**config.mk**
```make
export PLATFORM = sky130hd
export DESIGN_NAME = tick_counter
export DESIGN_NICKNAME = d
export VERILOG_FILES = /design/src/verilog/tick_counter.sv
export VERILOG_INCLUDE_DIRS = /design/src /design/src/verilog
export SDC_FILE = /design/constraint.sdc
export NUM_CORES = 1
export LEC_CHECK = 0
export ABC_AREA = 1
export BUFFER_PORTS_ARGS = -buffer_cell sky130_fd_sc_hd__buf_2
export CELL_PAD_IN_SITES_DETAIL_PLACEMENT = 0
export CELL_PAD_IN_SITES_GLOBAL_PLACEMENT = 1
export CORE_ASPECT_RATIO = 1.1
export CORE_MARGIN = 5
export CORE_UTILIZATION = 40
export DETAILED_ROUTE_END_ITERATION = 10
export PLACE_DENSITY = 0.93
export REMOVE_ABC_BUFFERS = 1
export SKIP_LAST_GASP = 1
export SYNTH_ARGS = -nofsm -noshare
export SYNTH_HDL_FRONTEND = slang
export SYNTH_SLANG_ARGS = --single-unit
```
**constraint.sdc**
```tcl
create_clock -name clk -period 3.4 [get_ports clk]
set_input_delay 0.17 -clock clk [delete_from_list [all_inputs] [get_ports clk]]
set_output_delay 0.17 -clock clk [all_outputs]
set_load 0.01 [all_outputs]
```
**src/verilog/system_settings.svh**
```systemverilog
// ======================================================================
// System wide sizes. The memory depth and region bit must agree, since
// word index plus byte offset has to end right below the region bit.
// ======================================================================
`ifndef SYSTEM_SETTINGS_SVH
`define SYSTEM_SETTINGS_SVH

// 32-bit words in main memory (4 KB)
`define SYSTEM_MEM_WORDS 1024

// Address bit that splits memory from peripherals
`define SYSTEM_REGION_BIT 12

// Clock cycles per timer count tick
`define TIMER_PRESCALE 4

`endif

```
**src/verilog/tick_counter.sv**
```systemverilog
// ======================================================================
// Prescaled 32-bit up counter. match pulses for one cycle together with
// the count value that equals compare. Clear wins over run.
// ======================================================================
`timescale 1ns/1ps

`include "system_settings.svh"

module tick_counter (
    input  logic        clk,
    input  logic        rstz,
    input  logic        count_run,
    input  logic        count_clear,
    input  logic [31:0] compare,
    output logic [31:0] count,
    output logic        match
);

    localparam int PRE_W = (`TIMER_PRESCALE > 1) ? $clog2(`TIMER_PRESCALE) : 1;

    logic [PRE_W-1:0] prescale_q;
    logic             tick;
    logic [31:0]      count_next;

    assign tick       = (prescale_q == PRE_W'(`TIMER_PRESCALE - 1));
    assign count_next = count + 32'd1;

    always_ff @(posedge clk or negedge rstz) begin
        if (!rstz) begin
            prescale_q <= '0;
            count      <= '0;
            match      <= 1'b0;
        end else if (count_clear) begin
            prescale_q <= '0;
            count      <= '0;
            match      <= 1'b0;
        end else begin
            match <= 1'b0;
            if (count_run) begin
                if (tick) begin
                    prescale_q <= '0;
                    count      <= count_next;
                    match      <= (count_next == compare);
                end else begin
                    prescale_q <= prescale_q + 1'b1;
                end
            end
        end
    end

endmodule

```
* Word-level counts from Yosys, hierarchy flattened
Cells that the tools add are included.
** Word-level totals
- Register bits after elaboration :: 35
- Input bits :: 36
- Output and inout bits :: 33
- Logic and storage cells :: 19
** Cells by class
- Add/sub/neg operators :: 2
- Equality and inequality tests :: 2
- Mux-type cells :: 9
- Reductions and logical operators :: 3
** Operator list (count)
- $mux W32 :: 3
- $add A32 B1 Y32 const B :: 1
- $eq A32 B32 Y1 :: 1
- $mux W2 :: 3
- $reduce_bool A2 Y1 :: 2
- $mux W1 :: 3
- $add A2 B1 Y2 const B :: 1
- $eq A2 B2 Y1 const B :: 1
- $reduce_and A2 Y1 :: 1

* Logic depth before layout (Yosys ltp)
Gate-level depths: netlist (run 1).
- Depth after elaboration :: 5
- Mapped depth :: 16
- Mapped depth without buffers :: 16

* Worst setup path before layout (run 1)
No wires, ideal clock.
- Path type :: register to register
- Start :: reg count[1]
- End :: reg match
- Setup time :: 115 ps
- Arrival time :: 1647 ps
- Data required time :: 3285 ps
- Slack :: 1638 ps
- Cell stages (with the launch flop) :: 12
- Path buffers :: 0
- Clock period less this slack :: 1762 ps
- Cell sequence :: dfrtp_1 -> ha_1 -> nand3_2 -> inv_2 -> nand2_1 -> nor2_4 -> nand3_1 -> and2_1 -> o21ai_0 -> nor2_1 -> nand3_1 -> nor2_1
** On the way
- Word-level cells in the longest chain between the ends :: 5
** RTL lines
- start, declared :: line tick_counter.sv:15 : output logic [31:0] count,
- start signal, assigned :: line tick_counter.sv:42 : count <= count_next;
- $add A32 B1 Y32 :: line tick_counter.sv:26 : assign count_next = count + 32'd1;
- $eq A32 B32 Y1 :: line tick_counter.sv:43 : match <= (count_next == compare);
- $mux W1 :: line tick_counter.sv:40 : if (tick) begin
- $mux W1 :: line tick_counter.sv:39 : if (count_run) begin
- $mux W1 :: line tick_counter.sv:33 : end else if (count_clear) begin
- end signal, assigned :: line tick_counter.sv:43
- end, declared :: line tick_counter.sv:16 : output logic match
No other way between the ends.
A chain may end at the register's enable or synchronous reset.

* Worst setup path after layout (run 1)
Ends and elaborated chain as after synthesis.

==> results.md, run 1 <==
- Post-CTS setup buffer count: 0
- Detailed-route wire length: 9371 um
- Htree depth: 2
- CP Data Arrival Time: 2.42 ns
- Post-synthesis sequential area ratio: 0.2941
- Syn_area_per_cell: roughly 6 um2
- RSZ-0062 raised after global routing: false
- Crit share post-route: 0.6428
- F_max: 457.6 MHz
- CP max stage cell: dfrtp_1
- ANT nets after route: 0
- Core Region: roughly 0.0073 mm2
- Skew-Pair Late Insertion Delay: 0.30 ns
- Routed len/inst: roughly 14 um
- Syn Std Cell Area: 0.002978 mm2
- Layout cells sized above 1: 0.1788
- CTS buffer count: 5
- FF+latch count, synth: 35
- Yosys top cell by area: dfrtp_1
- Top cells by area, synth: dfrtp_1, nand2_1, nand3_1
- GRT Residual Overflow: 0
- Die footprint: roughly 0.0093 mm2
- Post-synth cell types: 24
- Clk slew on worst S/H paths: around 0.080 ns
- Delay-heaviest family, CP: simple AND/OR/NAND/NOR gates
- Vias per std cell: 5.133
- TNS Setup: 0 ns
- Chip Width: 92.27 um
- Drt pass-1 iters: 4
- Number of setup violations in the final report: 0
- Resized cells post-CTS: 0
- Tightest Hold Check Type: in -> async
- Initial antenna violation count: 0
- Yosys top cell area share: 0.2941
- Synth Instances: 494
- Final min period: 2.185 ns
- CTS tree: done
- Commonest cells post-synth: nand2_1, inv_1, nand3_1
- Worst-Margin Slew: 1.240 ns
- Outcome: finished, violations left
- FP Rows: 33
- MaxCap Viol Count: 0
- Ys flop type: dfrtp_1
- Pin count of the biggest net entering global routing: 36
- Max-slew violation count: 0
- IO Pins: slightly below 70
- Cts hold-fix bufs: 0
- Clk root buf: clkbuf_8
- Total Nets Final: around 600
- Kind of critical path: reg -> reg
- Diodes inserted: 0
- Hold WS: -0.01653 ns
- Vias: around 3300
- Die H: 100.5 um
- CP cell instances: ha_1, nand3_2, inv_2, nand2_2, nor2_2, nand3_1, nand3_1, nand2_1, nor2_1, nand2_1, nor2_1, nand2_1, nor2_1
- Fin cells: about 650
- Setup slack, reg-to-reg: 1.21 ns
- Failing checks: negative hold slack
- CTS Buffer Depth: 2
- Yosys warns: 0
- Setup crit end kind: flip-flop
- GRT Overall Usage: 0.2063
- Count of final hold-check violations: 23
- Vias in the first global route: 3223
- Worst endpoint required time: 3.63 ns
- Count leader, synth: nand2_1
- Maximum VDD drop: ~0.18 mV
- Buffers & Inverters on Critical Path: 1
- PnR Total Power: between 900 and 1000 uW
- Initial core utilization: 0.4052
- Initial DRC count: 120
- Post-DP HPWL: 7320 um
- CP max stage delay: between 0.4 and 0.5 ns
- Clk sinks: 35
- Asr flop ratio synth: 1.000
- Gpl congestion: 0.8554
- Max-slew headroom: 0.1712
- Area Overhead vs Synth: 19.03%
- Worst Setup Start Kind: flip-flop
- Post-synth EDFFs: 0
- Post-route DRC: 0
- Setup Skew: 0.008051 ns
- Static Leak: 0.001844 uW
- PD cells: about 270 mW/mm2
- # placed instances: 644
- First-pass GRT wire length: 15090 um
- Port bufs: 68
- Crit Path Max Fanout: 5
[cell usage in the layout, fill, tap and decap left out, types with 2 or more instances in the layout]
master	instances
dfrtp_1	35
nand3_1	64
nor2_4	6
nand4_1	5
inv_1	67
inv_2	2
nand2_4	2
clkbuf_8	5
and2_1	2
nor2_8	2
nor2_1	51
nor2_2	5
xor2_1	4
nand2_2	6
nand2_1	185
xnor2_1	2
nand3b_1	8
o22ai_1	19
o21ai_0	16
buf_2	68
nand3_2	2
bufinv_16	2
ha_1	2
[cell type report]
type | count | area (um2)
clock buffer | 6 | 72.57
inverter | 69 | 259.0
multi-input combinational | 384 | 1821
tap | 87 | 108.9
clock inverter | 2 | 60.06
sequential | 35 | 875.8
timing repair buffer | 69 | 347.8
fill | 816 | 3805
[final timing paths]
path / startpoint / to / cells after the start
worst max-delay path: count[1]$_DFFE_PN0P_ / match$_DFF_PN0_ / 13
worst max register to register: count[1]$_DFFE_PN0P_ / match$_DFF_PN0_ / 13
max in group asynchronous: rstz / count[22]$_DFFE_PN0P_ / 1
worst min-delay path: rstz / count[0]$_DFFE_PN0P_ / 1
worst min register to register: prescale_q[0]$_DFFE_PN0P_ / prescale_q[0]$_DFFE_PN0P_ / 2
min in group clk: count_run / prescale_q[1]$_DFFE_PN0P_ / 2
[routing by layer]
metal,vias to the layer above,global-route usage,wire [um]
li1,1704,-,-
met1,1532,0.2497,4038
met2,99,0.3657,4584
met3,12,0.04406,579
met4,0,0.06629,169
met5,-,0,0
[flip-flops by register name, summed over array words and instances (netlist names)]
signal      flops
count          32
prescale_q      2
match           1
[through the flow]
stage | setup slack [ns] | area (um2) | util | hold WS, ns
final | 1.215 | 3545 | 0.4823 | -0.01653
after global routing | 1.031 | 3545 | 0.4823 | 0.06564
after CTS | 1.202 | 3545 | 0.4823 | 0.01066
after detailed placement | 1.220 | 3412 | 0.4642 | 0.3355
after global placement | 1.216 | 3412 | 0.4642 | 0.3325
after floorplan | 1.532 | 2955 | - | -0.1256
[report_power, final]
part	internal [uW]	switching, uW	leakage, uW	total (uW)
registers	419	1.93	0.000487	420
logic	31.8	51.2	0.00129	83.0
clock network	293	166	0.0000654	459
[cells by family (layout without fill, tap and decap cells)]
kind of cell / after synthesis / in the layout / share of synthesized area
simple gates: 339 / 339 / 0.5151
xor+xnor: 6 / 6 / 0.01765
buf+inv: 75 / 146 / 0.09454
flops: 35 / 35 / 0.2941
compound gates: 37 / 37 / 0.07016
fa+ha+maj: 2 / 2 / 0.008402
Power figures use the tool's default switching activity.
==> run 2, diff against run 1 <==
--- a/config.mk
+++ b/config.mk
@@ -12,9 +12,9 @@
 export CELL_PAD_IN_SITES_GLOBAL_PLACEMENT = 1
 export CORE_ASPECT_RATIO = 1.1
 export CORE_MARGIN = 5
-export CORE_UTILIZATION = 40
+export CORE_UTILIZATION = 33
 export DETAILED_ROUTE_END_ITERATION = 10
-export PLACE_DENSITY = 0.93
+export PLACE_DENSITY = 0.83
 export REMOVE_ABC_BUFFERS = 1
 export SKIP_LAST_GASP = 1
 export SYNTH_ARGS = -nofsm -noshare
==> constraint.sdc (replaced) <==
create_clock -name clk -period 1.8 [get_ports clk]
set_input_delay 0.09 -clock clk [delete_from_list [all_inputs] [get_ports clk]]
set_output_delay 0.09 -clock clk [all_outputs]
set_load 0.01 [all_outputs]
==> results.md, run 2 (synthesis results as in run 1) <==
- FF-to-FF path depth: 15 (+2)
- RR Startpoint: count[4]$_DFFE_PN0P_
- Initial DRC count: 195 (+63%)
- Clk slew on worst S/H paths: 0.07 ns (about the same)
- RSZ-0062 raised after global routing: true
- Setup Skew: 0.004687 ns (-0.003364 ns)
- Max-slew headroom: 0.7980 (+0.6268)
- Commonest non-fill, non-tap cells in the layout: nand2_1, buf_4, buf_2, inv_1, nand3_1
- CTS tree: done
- CTS Buffer Depth: 2 (unchanged)
- Post-DP HPWL: 8342 um (+14%)
- Total Nets Final: 673 (+12%)
- Clk root buf: clkbuf_8
- CTS buffer count: 5 (unchanged)
- Routed len/inst: 13.98 um (-2.8%)
- Static Leak: 0.002183 uW (+18%)
- Pin count of the biggest net entering global routing: 20 (-44%)
- Setup crit end kind: flip-flop
- Vias: 3670 (+9.7%)
- Layout cells sized above 1: 0.2808 (+0.1020)
- Register area: 877.1 um2 (+0.14%)
- GRT Residual Overflow: 0 (unchanged)
- Tightest Hold Check Type: in -> reg
- Skew-Pair Late Insertion Delay: 0.29 ns (about the same)
- Area Overhead vs Synth: 38.82%
- F_max: 526.3 MHz (+15%)
- Fill cell count: 944 (+16%)
- Largest register FFs: 32 (unchanged)
- Hold depth: 2
- Worst Setup Start Kind: flip-flop
- Htree depth: 2 (unchanged)
- Commonest non-fill, non-tap cell in the layout: nand2_1
- FP Rows: 36 (+9.1%)
- Outcome: finished, violations left
- Die H: 109.6 um (+9.1%)
- Final min period: 1.900 ns (-0.2852 ns)
- Core Region: 0.008828 mm2 (+20%)
- Worst hold start: count_run
- Crit Path Max Fanout: 4 (-1)
- Finished Core Util: 0.4683 (-0.01404)
- ANT nets after route: 0 (unchanged)
- Clk sinks: 35 (unchanged)
- Setup WS post-layout: -0.1002 ns (-1.315 ns)
- Kind of critical path: reg -> reg
- First-pass GRT wire length: 16350 um (+8.4%)
- Crit share post-route: 1.056 (+0.4129)
- Drt pass-1 iters: 7 (+3)
- Setup slack, reg-to-reg: -0.10 ns (-1.31 ns)
- Count of final hold-check violations: 0 (-100%)
- Die footprint: 0.01103 mm2 (+19%)
- Largest regs: count: 32 flops, prescale_q: 2 flops, match: 1 flops
- Area of the multi-input gates: 0.001887 mm2 (+3.6%)
- Hold EP: prescale_q[1]$_DFFE_PN0P_
- Initial antenna violation count: 0 (unchanged)
- Maximum VDD drop: 0.2215 mV (+24%)
- Chip Width: 100.6 um (+9.0%)
- Vias in the first global route: 3493 (+8.4%)
- Diodes inserted: 0 (unchanged)
- Port bufs: 68 (unchanged)
- Worst endpoint required time: 2.02 ns (-1.61 ns)
- Largest register by flop count: count
- Worst R2R End: match$_DFF_PN0_
- Failing checks: negative setup slack
- Worst-Margin Slew: 0.3030 ns (-0.9372 ns)
- Detailed-route wire length: 10460 um (+12%)
- IO Pins: 69 (unchanged)
- Vias per std cell: 4.906 (-4.4%)
- CP Data Arrival Time: 2.12 ns (-0.30 ns)
- PD cells: 369.3 mW/mm2 (+36%)
- Initial core utilization: 0.3373 (-0.06787)
- MaxCap Viol Count: 0 (unchanged)
- GRT Overall Usage: 0.1877 (-0.01855)
- Hold WS: 0.02016 ns (+0.03669 ns)
- Gpl congestion: 0.9146 (+6.9%)
- Max-slew violation count: 0 (unchanged)
- Post-route DRC: 0 (unchanged)
- Number of setup violations in the final report: 1 (+1)
## run 2: cell types whose count changed in the layout (fill, tap and decap cells not counted), moves of 2 or more
cell / previous run / this run
nand2_1: 185 / 182
o21ai_0: 16 / 14
nand3_4: 0 / 2
buf_4: 1 / 70
nor2_1: 51 / 48
o21ai_1: 1 / 3
bufinv_16: 2 / 0
nor2_4: 6 / 9
nand2_2: 6 / 8
## run 2: stage by stage
stage                     std cells  power (uW)  TNS (ns)  area [um2]  setup WS, ns
after floorplan                 488       879.4  -0.06801        2955      -0.06801
after global placement          728       981.1  -0.06408        3874      -0.06408
after detailed placement        728       985.4   -0.1080        3874       -0.1080
after CTS                       738        1539  -0.07407        3999      -0.07407
after global routing            748        1581   -0.2434        4134       -0.2228
final                           748        1527   -0.1002        4134       -0.1002
## run 2: how the worst max path moves through the flow
stage / slack [ns] / end / startpoint / cells after the start
6_report: -0.10 / match$_DFF_PN0_ / count[4]$_DFFE_PN0P_ / 15
2_1_floorplan: -0.07 / match$_DFF_PN0_ / prescale_q[0]$_DFFE_PN0P_ / 13
3_5_place_dp: -0.11 / match$_DFF_PN0_ / count[0]$_DFFE_PN0P_ / 11
3_3_place_gp: -0.06 / match$_DFF_PN0_ / count[0]$_DFFE_PN0P_ / 12
5_1_grt: -0.22 / match$_DFF_PN0_ / count[1]$_DFFE_PN0P_ / 15
4_1_cts: -0.07 / match$_DFF_PN0_ / count[0]$_DFFE_PN0P_ / 12
## run 2: final cells by class
type	count	share of cell area
Multi-Input combinational cell	384	0.4564
Inverter	69	0.06265
Sequential cell	35	0.2122
Timing Repair Buffer	140	0.2167
Tap cell	114	0.03450
Clock buffer	6	0.01755
## run 2: timing repair
action / CTS / global route
hold buffers: 1 / 0
endpoints found under the setup margin: 1 / 1
endpoints found under the hold margin: 10 / 0
resized for setup: 7 / 11
pin swaps: 6 / 12
setup buffers: 3 / 10
## run 2: layer usage
layer,vias up,track usage,part of all wire,routed length (um)
met5,-,0,0,0
li1,1851,-,-,-
met4,0,0.05582,0.020,210
met3,19,0.03426,0.063,660
met1,1677,0.2334,0.42,4413
met2,123,0.3300,0.49,5171
## run 2: critical path: stages (launching register included)
cell     delay, ns
dfrtp_1       0.42
buf_4         0.14
nand2_1       0.10
nor2_4        0.13
nand2_2       0.12
nor2_1        0.20
nand2_1       0.08
nand2_1       0.08
nand2_1       0.07
nand2_1       0.06
nand2_1       0.05
nor2_1        0.08
nand2_1       0.07
nor2_1        0.11
nand2_1       0.06
nor2_1        0.08
## run 2: report_power, final
group          total (uW)  internal, uW  switching, uW
Sequential            794           791           3.22
Combinational         179          71.6            107
Clock                 554           259            295
==> run 3, diff against run 2 <==
--- a/config.mk
+++ b/config.mk
@@ -6,15 +6,14 @@
 export SDC_FILE = /design/constraint.sdc
 export NUM_CORES = 1
 export LEC_CHECK = 0
-export ABC_AREA = 1
-export BUFFER_PORTS_ARGS = -buffer_cell sky130_fd_sc_hd__buf_2
 export CELL_PAD_IN_SITES_DETAIL_PLACEMENT = 0
 export CELL_PAD_IN_SITES_GLOBAL_PLACEMENT = 1
 export CORE_ASPECT_RATIO = 1.1
 export CORE_MARGIN = 5
-export CORE_UTILIZATION = 33
+export CORE_UTILIZATION = 43
 export DETAILED_ROUTE_END_ITERATION = 10
-export PLACE_DENSITY = 0.83
+export DONT_BUFFER_PORTS = 1
+export PLACE_DENSITY = 0.74
 export REMOVE_ABC_BUFFERS = 1
 export SKIP_LAST_GASP = 1
 export SYNTH_ARGS = -nofsm -noshare
==> results.md, run 3 <==
- Failing checks: negative setup slack
- Buffers & Inverters on Critical Path: 2 (+1)
- Initial antenna violation count: 0 (unchanged)
- Count leader, synth: xnor2_1
- Total Nets Final: 456 (-32%)
- Htree depth: 2 (unchanged)
- First-pass GRT wire length: 13830 um (-15%)
- Drt pass-1 iters: 4 (-3)
- FP Rows: 30 (-17%)
- Initial core utilization: 0.4457 (+0.1084)
- Area Overhead vs Synth: 44.38%
- Max-slew violation count: 0 (unchanged)
- Commonest cells post-synth: xnor2_1, nor2_1, dfrtp_1
- Critical path origin: count[2]$_DFFE_PN0P_
- Setup slack, reg-to-reg: -0.67 ns (-0.57 ns)
- Vias per std cell: 5.495 (+12%)
- Yosys top cell area share: 0.3173 (+0.02320)
- Largest regs: count: 32 flops, prescale_q: 2 flops, match: 1 flops
- TNS Setup: -2.182 ns (-2.082 ns)
- IO Pins: 69 (unchanged)
- Delay-heaviest family, CP: simple AND/OR/NAND/NOR gates
- Worst-Margin Slew: 0.3813 ns (+0.07828 ns)
- ANT nets after route: 0 (unchanged)
- Number of setup violations in the final report: 7 (+6)
- Clk root buf: clkbuf_8
- Tightest Hold Check Type: in -> reg
- Worst hold start: count_clear
- Register area: 880.8 um2 (+0.43%)
- Die footprint: 0.008123 mm2 (-26%)
- Skew-Pair Late Insertion Delay: 0.30 ns (about the same)
- Maximum VDD drop: 0.3428 mV (+55%)
- Hold WS: 0.04103 ns (+0.02087 ns)
- Vias: 2742 (-25%)
- Final min period: 2.472 ns (+0.5717 ns)
- Chip Width: 86.39 um (-14%)
- CP cell instances: nand3_2, nor4_4, buf_4, buf_12, nand3_1, xnor2_1, nand3_1, or4_1, nor4_2
- CTS tree: done
- CP Data Arrival Time: 2.69 ns (+0.57 ns)
- Max-slew headroom: 0.7435 (-0.05453)
- Top cells by area, synth: dfrtp_1, xnor2_1, xor2_1
- Worst Setup Start Kind: flip-flop
- Hold EP: count[29]$_DFFE_PN0P_
- Layout cells sized above 1: 0.3771 (+0.09633)
- RSZ-0062 raised after global routing: true
- CP max stage delay: 0.53 ns (+0.11 ns)
- Static Leak: 0.001783 uW (-18%)
- Outcome: finished, violations left
- Port bufs: 0 (-100%)
- Commonest non-fill, non-tap cell in the layout: buf_4
- Fill cell count: 533 (-44%)
- Kind of critical path: reg -> reg
- GRT Residual Overflow: 0 (unchanged)
- Setup crit end kind: flip-flop
- CP max stage cell: or4_1
- Vias in the first global route: 2763 (-21%)
- Largest register FFs: 32 (unchanged)
- PnR Total Power: 1544 uW (+1.2%)
- Crit Path Max Fanout: 4 (unchanged)
- Core Region: 0.006193 mm2 (-30%)
- Setup Skew: 0.01445 ns (+0.009759 ns)
- Crit share post-route: 1.373 (+0.3176)
- Post-synth cell types: 46 (+92%)
- Ys flop type: dfrtp_1
- F_max: 404.6 MHz (-23%)
- FF-to-FF path depth: 9 (-6)
- Asr flop ratio synth: 1.000 (unchanged)
- Initial DRC count: 162 (-17%)
- Count of final hold-check violations: 0 (unchanged)
- Setup WS post-layout: -0.6718 ns (-0.5717 ns)
- Pin count of the biggest net entering global routing: 36 (+80%)
- Area of the multi-input gates: 0.002017 mm2 (+6.9%)
- Most common cell on crit path: nand3_1
- Post-DP HPWL: 6241 um (-25%)
- Yosys warns: 0 (unchanged)
- Detailed-route wire length: 8726 um (-17%)
- Die H: 94.03 um (-14%)
- RR Startpoint: count[2]$_DFFE_PN0P_
- Worst R2R End: match$_DFF_PN0_
- Post-route DRC: 0 (unchanged)
- Clk slew on worst S/H paths: 0.09 ns (+0.02 ns)
- CTS Buffer Depth: 2 (unchanged)
- Finished Core Util: 0.6434 (+0.1752)
- FF+latch count, synth: 35 (unchanged)
- Yosys top cell by area: dfrtp_1
- Hold depth: 2 (unchanged)
- Post-synthesis sequential area ratio: 0.3173 (+0.02320)
- Worst endpoint required time: 2.02 ns (about the same)
- Syn Std Cell Area: 0.002760 mm2 (-7.3%)
- Routed len/inst: 17.49 um (+25%)
- PD cells: 387.5 mW/mm2 (+4.9%)
- Commonest non-fill, non-tap cells in the layout: buf_4, xnor2_1, nor2_1, xor2_1, dfrtp_1
- Pre-CTS setup slack: -0.6649 ns (-0.5568 ns)
- Clk sinks: 35 (unchanged)
- MaxCap Viol Count: 0 (unchanged)
- GRT Overall Usage: 0.2188 (+0.03109)
- Syn_area_per_cell: 8.572 um2 (+42%)
- Post-synth EDFFs: 0 (unchanged)
- CTS buffer count: 5 (unchanged)
- Gpl congestion: 0.9140 (about the same)
- Synth Instances: 322 (-35%)
- Diodes inserted: 0 (unchanged)
- Largest register by flop count: count
## run 3: repair_timing
item | in CTS | in global routing
hold buffers | 4 | 0
pin swaps | 13 | 29
buffers inserted | 8 | 14
endpoints found under the hold margin | 69 | 0
resized for setup | 24 | 42
setup endpoints to repair | 17 | 19
gates cloned | 1 | 0
## run 3: power breakdown
| group | internal (uW) | switching, uW | total, uW |
|---|---|---|---|
| clock network | 266 | 330 | 596 |
| logic | 71.0 | 85.1 | 156 |
| registers | 790 | 2.54 | 792 |
| total | 1130 | 418 | 1540 |
## run 3: through the flow
| stage | area, um2 | instances |
|---|---|---|
| after floorplan | 2670 | 304 |
| after global placement | 3431 | 472 |
| after detailed placement | 3431 | 472 |
| after CTS | 3749 | 493 |
| after global routing | 3985 | 499 |
| final | 3985 | 499 |
## run 3: layout make-up
class	instances	share of cell area
Multi-Input combinational cell	266	0.5061
Timing Repair Buffer	107	0.2239
Sequential cell	35	0.2210
Tap cell	80	0.02512
Clock buffer	5	0.01727
Clock inverter	3	0.003768
Inverter	3	0.002826
## run 3: how the worst max path moves through the flow
stage                                 end  slack, ns  depth (start not counted)
after detailed placement  match$_DFF_PN0_      -0.66                          8
final                     match$_DFF_PN0_      -0.67                          9
after floorplan           match$_DFF_PN0_      -0.98                          8
after global routing      match$_DFF_PN0_      -0.79                         10
after global placement    match$_DFF_PN0_      -0.66                          8
after CTS                 match$_DFF_PN0_      -0.53                         10
## run 3: per-layer routing
| layer | part of all wire | track usage | up-vias |
|---|---|---|---|
| met4 | 0.026 | 0.08831 | 0 |
| li1 | - | - | 1324 |
| met5 | 0 | 0 | - |
| met1 | 0.43 | 0.2753 | 1317 |
| met2 | 0.47 | 0.3546 | 84 |
| met3 | 0.067 | 0.05614 | 17 |
## run 3: logic make-up (layout without fill, tap and decap cells)
| logic type | count (synthesis) | count (layout) | share of synthesized area |
|---|---|---|---|
| compound gates | 30 | 30 | 0.07072 |
| buf+inv | 21 | 118 | 0.03672 |
| simple gates | 154 | 154 | 0.3105 |
| fa+ha+maj | 2 | 2 | 0.009065 |
| xor+xnor | 76 | 76 | 0.2412 |
| flops | 35 | 35 | 0.3173 |
| mux | 4 | 4 | 0.01451 |
